==> src/common/nn_macros.svh <==
// Fixed-point word format and lane sizes for the feedforward processor set
`ifndef NN_MACROS_SVH
`define NN_MACROS_SVH

// Signed Q5.10 word
`define NN_WIDTH 16 // Total bits per word
`define NN_FRAC  10 // Fraction bits

// Junction slice handled per accepted beat
`define NN_Z     8 // Activation and weight pairs per beat
`define NN_FI    4 // Fan-in summed into one neuron

// Neurons per beat follow as NN_Z / NN_FI
// The sum tree needs NN_FI to be a power of two

`endif

==> src/common/nn_pkg.sv <==
// Fixed-point types, limits and lane counts shared by the feedforward pipeline
`include "nn_macros.svh"

package nn_pkg;

	// Neurons completed per beat
	localparam int NEURONS = `NN_Z / `NN_FI;

	// Tree adder width
	// Word width plus log2 fan-in plus one bit for the bias add
	localparam int ACC_W = `NN_WIDTH + $clog2(`NN_FI) + 1;

	// Signed Q5.10 word
	typedef logic signed [`NN_WIDTH-1:0] fx_t;

	// Signed accumulator word, wide enough that the tree never wraps
	typedef logic signed [ACC_W-1:0] acc_t;

	// Largest positive word
	localparam fx_t FX_MAX = {1'b0, {(`NN_WIDTH-1){1'b1}}};
	// Most negative word
	localparam fx_t FX_MIN = {1'b1, {(`NN_WIDTH-1){1'b0}}};

	// 1.0 in Q5.10
	localparam fx_t FX_ONE = fx_t'(1 << `NN_FRAC);

endpackage

==> src/common/nn_prod_if.sv <==
// Product and bias channel from the multiply stage to the sum stage
`timescale 1ns/10ps
`include "nn_macros.svh"

interface nn_prod_if;
	import nn_pkg::*;

	logic valid; // Beat present
	logic ready; // Sum stage can take it

	fx_t prod [`NN_Z];   // Saturated products, fi consecutive lanes per neuron
	fx_t bias [NEURONS]; // Biases riding alongside their products

	// Multiply side
	modport src (
		output valid, prod, bias,
		input  ready
	);

	// Sum side
	modport dst (
		input  valid, prod, bias,
		output ready
	);

endinterface

==> src/common/nn_sum_if.sv <==
// Pre-activation channel from the sum stage to the sigmoid stage
`timescale 1ns/10ps

interface nn_sum_if;
	import nn_pkg::*;

	logic valid; // Beat present
	logic ready; // Sigmoid stage can take it

	// Clamped pre-activation per neuron
	fx_t sum [NEURONS];

	// Set where the neuron sum was clamped
	logic [NEURONS-1:0] sat;

	modport src (
		output valid, sum, sat,
		input  ready
	);

	modport dst (
		input  valid, sum, sat,
		output ready
	);

endinterface

==> src/ff_processor/ff_sum_stage.sv <==
// Second pipeline stage, per-neuron tree adder with bias add and saturation
`timescale 1ns/10ps
`include "nn_macros.svh"

module ff_sum_stage (
	input  logic    clk,
	input  logic    rst_n_i,
	nn_prod_if.dst  in,  // Products and biases from the multipliers
	nn_sum_if.src   out  // Clamped sums toward the sigmoid
);
	import nn_pkg::*;

	acc_t               ext      [`NN_Z];      // Sign-extended products
	acc_t               pair_sum [NEURONS][2]; // First tree level
	acc_t               tree_sum [NEURONS];    // Second tree level
	acc_t               raw_sum  [NEURONS];    // With bias
	fx_t                clamp_sum [NEURONS];
	logic [NEURONS-1:0] clamp_flag;
	logic               load;

	// Same rule as every stage, free when empty or draining
	assign in.ready = !out.valid || out.ready;
	assign load     = in.valid && in.ready;

	always_comb
	begin
		for (int k = 0; k < `NN_Z; k++)
			ext[k] = acc_t'(in.prod[k]); // Signed cast extends the sign

		for (int n = 0; n < NEURONS; n++)
		begin
			// Two adders on the first level
			pair_sum[n][0] = ext[n*`NN_FI]     + ext[n*`NN_FI + 1];
			pair_sum[n][1] = ext[n*`NN_FI + 2] + ext[n*`NN_FI + 3];
			tree_sum[n]    = pair_sum[n][0] + pair_sum[n][1];

			raw_sum[n] = tree_sum[n] + acc_t'(in.bias[n]); // Cannot wrap at ACC_W

			// Clamp to the nearer limit and flag it
			if (raw_sum[n] > FX_MAX)
			begin
				clamp_sum[n]  = FX_MAX;
				clamp_flag[n] = 1'b1;
			end
			else if (raw_sum[n] < FX_MIN)
			begin
				clamp_sum[n]  = FX_MIN;
				clamp_flag[n] = 1'b1;
			end
			else
			begin
				clamp_sum[n]  = fx_t'(raw_sum[n]);
				clamp_flag[n] = 1'b0;
			end
		end
	end

	// Valid and flags are cleared by reset
	always_ff @(posedge clk)
	begin
		if (!rst_n_i)
		begin
			out.valid <= 1'b0;
			out.sat   <= '0;
		end
		else
		begin
			if (in.ready)
				out.valid <= in.valid;
			if (load)
				out.sat <= clamp_flag; // Flags follow their sums
		end
	end

	always_ff @(posedge clk)
	begin
		if (load)
			out.sum <= clamp_sum;
	end

endmodule

==> src/flat_wrapper.sv <==
// flat-port wrapper written by rule: the top's interface ports become plain ports
module ff_sum_stage_flat import nn_pkg::*;
  (clk, rst_n_i, in_valid, in_prod, in_bias, in_ready, out_valid, out_sum, out_sat, out_ready);
  nn_prod_if in_i ();
  nn_sum_if out_i ();
  input  logic clk;
  input  logic rst_n_i;
  input wire logic [$bits(in_i.valid)-1:0] in_valid;
  input wire logic [$bits(in_i.prod)-1:0] in_prod;
  input wire logic [$bits(in_i.bias)-1:0] in_bias;
  output wire logic [$bits(in_i.ready)-1:0] in_ready;
  output wire logic [$bits(out_i.valid)-1:0] out_valid;
  output wire logic [$bits(out_i.sum)-1:0] out_sum;
  output wire logic [$bits(out_i.sat)-1:0] out_sat;
  input wire logic [$bits(out_i.ready)-1:0] out_ready;
  assign in_i.valid = in_valid;
  assign in_i.prod = {>>{in_prod}};
  assign in_i.bias = {>>{in_bias}};
  assign in_ready = in_i.ready;
  assign out_valid = out_i.valid;
  assign out_sum = {>>{out_i.sum}};
  assign out_sat = out_i.sat;
  assign out_i.ready = out_ready;
  ff_sum_stage u_core (.clk(clk), .rst_n_i(rst_n_i), .in(in_i), .out(out_i));
endmodule
==> config.mk <==
export PLATFORM = sky130hd
export DESIGN_NAME = ff_sum_stage_flat
export DESIGN_NICKNAME = d
export VERILOG_FILES = /design/src/common/nn_pkg.sv /design/src/common/nn_prod_if.sv /design/src/common/nn_sum_if.sv /design/src/ff_processor/ff_sum_stage.sv /design/src/flat_wrapper.sv
export VERILOG_INCLUDE_DIRS = /design/src /design/src/common
export SDC_FILE = /design/constraint.sdc
export NUM_CORES = 1
export LEC_CHECK = 0
export ABC_CLOCK_PERIOD_IN_PS = 11350
export BUFFER_PORTS_ARGS = -buffer_cell sky130_fd_sc_hd__buf_2
export CORE_MARGIN = 2
export CORE_UTILIZATION = 55
export CTS_CLUSTER_SIZE = 40
export DETAILED_ROUTE_END_ITERATION = 16
export GPL_TIMING_DRIVEN = 0
export PLACE_DENSITY = 0.84
export SLEW_MARGIN = 20
export SYNTH_ARGS = -nofsm -noshare
export SYNTH_HDL_FRONTEND = slang
export SYNTH_SLANG_ARGS = --single-unit
==> constraint.sdc <==
create_clock -name clk -period 11.35 [get_ports clk]
set_clock_uncertainty 0.05 [all_clocks]
set_input_delay 1.135 -clock clk [delete_from_list [all_inputs] [get_ports clk]]
set_output_delay 1.135 -clock clk [all_outputs]
set_load 0.02 [all_outputs]
Word level (Yosys, flattened, before mapping)
Index checks and enable logic that the tools add are counted.

storage, ports and cells
  flip-flop bits (word level) = 35
  memories kept = 0
  bits in latches = 0
  input port bits = 164
  bits in writable memories = 0
  bits in read-only memories = 0
  word-level logic and storage cells = 25

operators by class
  bitwise operators = 0
  $mul = 0
  add/sub/neg operators = 8
  reduce and logical (&&, ||, !) cells = 3
  muxes and demuxes = 6
  divide/modulo/power cells = 0
  equal/unequal tests = 0
  $lt $le $gt $ge = 4
  shift operators = 0

operators by type and width
  operator              number
  $add 16x16->17        4
  $add 19x16->19        2
  $add 19x19->19        2
  $gt 19x16->1 const B  2
  $lt 19x16->1 const B  2
  $mux 16               2
  $mux 1                4
  $logic_and 1x1->1     1
  $logic_not 1->1       1
  $logic_or 1x1->1      1

Logic depth before layout (Yosys ltp)
  depth after elaboration = 6
  depth in mapped cells = 23
  mapped depth without buffers = 22

Worst setup path before layout
No wires, ideal clock.

  path type = in2reg
  start = in in_prod[96]
  end = reg u_core.out.sum[23] (data pin)
  cell stages on the path = 22
  arrival = 5852 ps
  slack = 5306 ps
  cell sequence = ha_1 -> fa_1 -> a21o_1 -> a21oi_1 -> nor2b_1 -> o21a_1 -> o41ai_1 -> o211ai_1 -> a21oi_1 -> xor2_1 -> fa_1 -> inv_1 -> ha_1 -> a21o_1 -> a21oi_1 -> nor2_1 -> o21a_1 -> o41a_1 -> or2_1 -> o31a_1 -> buf_6 -> o21ai_2

between the ends
  cells in the longest elaborated chain, start to end = 5
  elaborated cells on any way between the ends = 6
  those cells by class = 3 x add/sub; 2 x order compare; 1 x mux

RTL lines
  what                  RTL line            RTL
  from (decl)           flat_wrapper.sv:9   input wire logic [$bits(in_i.prod)-1:0] in_prod;
  $add 16x16->17 *      ff_sum_stage.sv:33  pair_sum[n][0] = ext[n*`NN_FI] + ext[n*`NN_FI + 1];
  $add 19x19->19 *      ff_sum_stage.sv:35  tree_sum[n] = pair_sum[n][0] + pair_sum[n][1];
  $add 19x16->19 *      ff_sum_stage.sv:37  raw_sum[n] = tree_sum[n] + acc_t'(in.bias[n]);
  $lt 19x16->1          ff_sum_stage.sv:45  else if (raw_sum[n] < FX_MIN)
  $mux 16               ff_sum_stage.sv:45
  to (signal assigned)  ff_sum_stage.sv:78  out.sum <= clamp_sum;
  to (decl)             nn_sum_if.sv:17     output valid, sum, sat,

Every way passes the cells marked *; elsewhere a longest branch is shown, timed or not.
A chain may end at the register's enable or synchronous reset.

Worst setup path in the final report
  start = in in_prod[32]
  end = reg u_core.out.sum[14] (data pin)

Same word-level chain as after synthesis.

==> results.json <==
{
  "status": "finished, final reports clean",
  "synth.net_count": 1145,
  "seq_power_share_pct": 15.0,
  "num-nets-final": 1351,
  "fp.dieH_um": 116,
  "path_clk_slew_ns": 0.05,
  "post-route-min-period_ns": 6.80,
  "max_slew_margin_pct": 47.2,
  "critical_path.max_stage_delay_ns": 0.68,
  "path_max_fanout": 10,
  "vias": 6636,
  "cp.arrival_ns": 6.73,
  "max_cap_violations": 0,
  "drt-total-wl_um": 15400,
  "setup.worst_path.start_class": "primary input",
  "postCtsHoldBufs": 0,
  "path_cells": "buf_2 > ha_1 > fa_1 > a21o_1 > a21oi_1 > o21bai_1 > a2111oi_0 > o41a_1 > o21ai_0 > a2111oi_0 > a211o_1 > fa_1 > ha_1 > inv_1 > or4_1 > o311ai_0 > a211o_1 > a31oi_1 > clkbuf_1 > o21ai_0",
  "io_buffers": 199,
  "synth_common_cells": "139 x inv_1, 98 x ha_1, 64 x a21oi_1, 58 x o21ai_0, 50 x nor2_1",
  "first_iter_violations": 386,
  "cts-htree-levels": 2,
  "die_x_um": 116,
  "clock_latency_ns": 0.27,
  "yosysMostFrequentCell": "inv_1",
  "fin_hold_ws_ns": 0.457,
  "finalMaxSlewViolations": 0,
  "diodes": 0,
  "fmax_ghz": 0.147,
  "min-delay-path-class": "reg -> reg",
  "yosysSeqAreaShare_pct": 14.8,
  "synth_edf_count": 32,
  "finalCritPeriodShare_pct": 59.9,
  "post-cts-setup-buffers": 0,
  "yosysTopAreaCell": "ha_1",
  "synth-async-reset-ratio_pct": 0,
  "rsz0062_at_grt": "false",
  "synth-main-ff-cell": "edfxtp_1",
  "ir_drop_mv": 0.120,
  "gp_congestion": 0.913,
  "synthTopCellsByArea": "ha_1 18%, edfxtp_1 14%, fa_1 12%, inv_1 7.6%, xor2_1 4.8%",
  "cts_made_buffers": 5,
  "grt_remaining_overflow": 0,
  "powerDensity_nw_per_um2": 225,
  "intPower_mw": 0.916,
  "grt_max_degree": 37,
  "power.share.switching_pct": 50.5,
  "synth_warnings": 0,
  "cts_buffer_depth": 2,
  "dieArea_um2": 13400,
  "core_um2": 12100,
  "cts_root_buf": "clkbuf_16",
  "fp-row-count": 40,
  "ys_ff_latch": 35,
  "layout-area-overhead-vs-synth_pct": 19.5,
  "p_leak_nw": 4.15,
  "drive_gt1_share_pct": 22.2,
  "finalHoldViolCount": 0,
  "cts_tree": "built",
  "power.total_mw": 1.85,
  "power_frac_clock_pct": 6.7,
  "crit_path_top_delay_cell": "a2111oi_0",
  "yosysUniqueCellTypes": 65,
  "cts_sinks": 35,
  "pwr-share-comb_pct": 78.3,
  "drc": 0,
  "dpl.hpwl_um": 13400,
  "fin_tns_setup_ns": 0,
  "synthCells": 843,
  "cts_resized": 0,
  "syn_area_per_cell_um2": 8.18,
  "tightest_slew_ns": 0.781,
  "drt_pass1_iterations": 5,
  "crit_type": "in -> reg",
  "grt_pass1_wl_um": 25400,
  "switching_power_mw": 0.935,
  "syn_area_um2": 6890,
  "yosysTopAreaCellShare_pct": 17.8,
  "finalSetupViolations": 0,
  "cp-end-kind": "flip-flop",
  "vias_per_cell": 5.45,
  "grt_pass1_vias": 6039,
  "antenna_found_initial": 0,
  "ioPinCount": 200,
  "required_ns": 11.28,
  "ant_nets": 0,
  "start_util_pct": 56.9,
  "gr-usage-all-layers_pct": 22.5,
  "routedWlPerCell_um": 12.6
}
## layer usage
metal / vias up / track usage (%) / part of all wire (%)
li1: 3383 / - / -
met5: - / 0 / 0
met2: 187 / 39.1 / 47
met1: 3052 / 31.6 / 48
met3: 14 / 1.94 / 4.9
met4: 0 / 2.86 / 0.70
## metrics by stage
stage          cells  area, um^2  setup WS [ns]  utilization (%)
6_report        1218        8240           4.55             68.0
5_1_grt         1218        8240           4.05             68.0
4_1_cts         1218        8240           4.67             68.0
3_5_place_dp    1210        8100           4.39             66.9
3_3_place_gp    1210        8100           4.60             66.9
2_1_floorplan    843        6890           5.31                -
## power by group through the flow
stage / combinational, mW / sequential, mW / clock [mW]
3_3_place_gp: 1.41 / 0.277 / 0
2_1_floorplan: 1.02 / 0.360 / 0
3_5_place_dp: 1.43 / 0.280 / 0
6_report: 1.45 / 0.277 / 0.125
5_1_grt: 1.63 / 0.283 / 0.132
4_1_cts: 1.44 / 0.278 / 0.126
## cell usage in the layout (no fill, tap or decap), drive strengths merged, types with 20 or more instances in the layout
| cell | n |
|---|---|
| xor2 | 38 |
| buf | 201 |
| a21o | 20 |
| xnor2 | 37 |
| nand2 | 42 |
| o21ai | 68 |
| a21oi | 66 |
| edfxtp | 32 |
| nor2 | 50 |
| fa | 40 |
| inv | 139 |
| nor3 | 23 |
| ha | 98 |
## critical path: cells and delay by family
family	cells	cell delay, ns
AOI/OAI and AO/OA	12	3.43
adders and majority gates	4	1.42
buffers and inverters	3	0.61
and+or+nand+nor	1	0.13
## layout make-up
| cell class | instances | area, um^2 |
|---|---|---|
| buffer | 10 | 52.6 |
| clock buffer | 7 | 133 |
| clock inverter | 1 | 5.00 |
| fill | 1059 | 3870 |
| inverter | 139 | 522 |
| multi-input combinational | 659 | 5300 |
| sequential | 35 | 1020 |
| tap | 168 | 210 |
| timing repair buffer | 199 | 996 |
## worst paths after layout
| kind | startpoint | endpoint | slack [ns] | cells past startpoint |
|---|---|---|---|---|
| worst max-delay path | in_prod[32] | u_core.out.sum[14]$_SDFFCE_PN1P_ | 4.55 | 20 |
| worst min-delay path | u_core.out.sat[1]$_SDFFE_PN0P_ | u_core.out.sat[1]$_SDFFE_PN0P_ | 0.46 | 2 |
| worst max register to register | u_core.out.valid$_SDFFE_PN0N_ | u_core.out.sat[0]$_SDFFE_PN0P_ | 9.85 | 4 |
| worst min register to register | u_core.out.sat[1]$_SDFFE_PN0P_ | u_core.out.sat[1]$_SDFFE_PN0P_ | 0.46 | 2 |
## flip-flops by register name, summed over array words and instances, names as in the netlist
register          cells
u_core.out.sat        2
u_core.out.sum       32
u_core.out.valid      1
## cell families (layout without fill, tap and decap cells)
logic type                 Yosys count  in the layout  share of synthesized area, %
DFF                                 35             35                          14.8
muxes                                2              2                         0.290
AOI/OAI and AO/OA                  254            254                          24.3
buffers and inverters              149            356                          8.33
and+or+nand+nor                    190            190                          13.3
xor gates and xnor gates            75             75                          9.53
adders and majority gates          138            138                          29.4
Note: power is estimated with default switching activity, not from simulation.
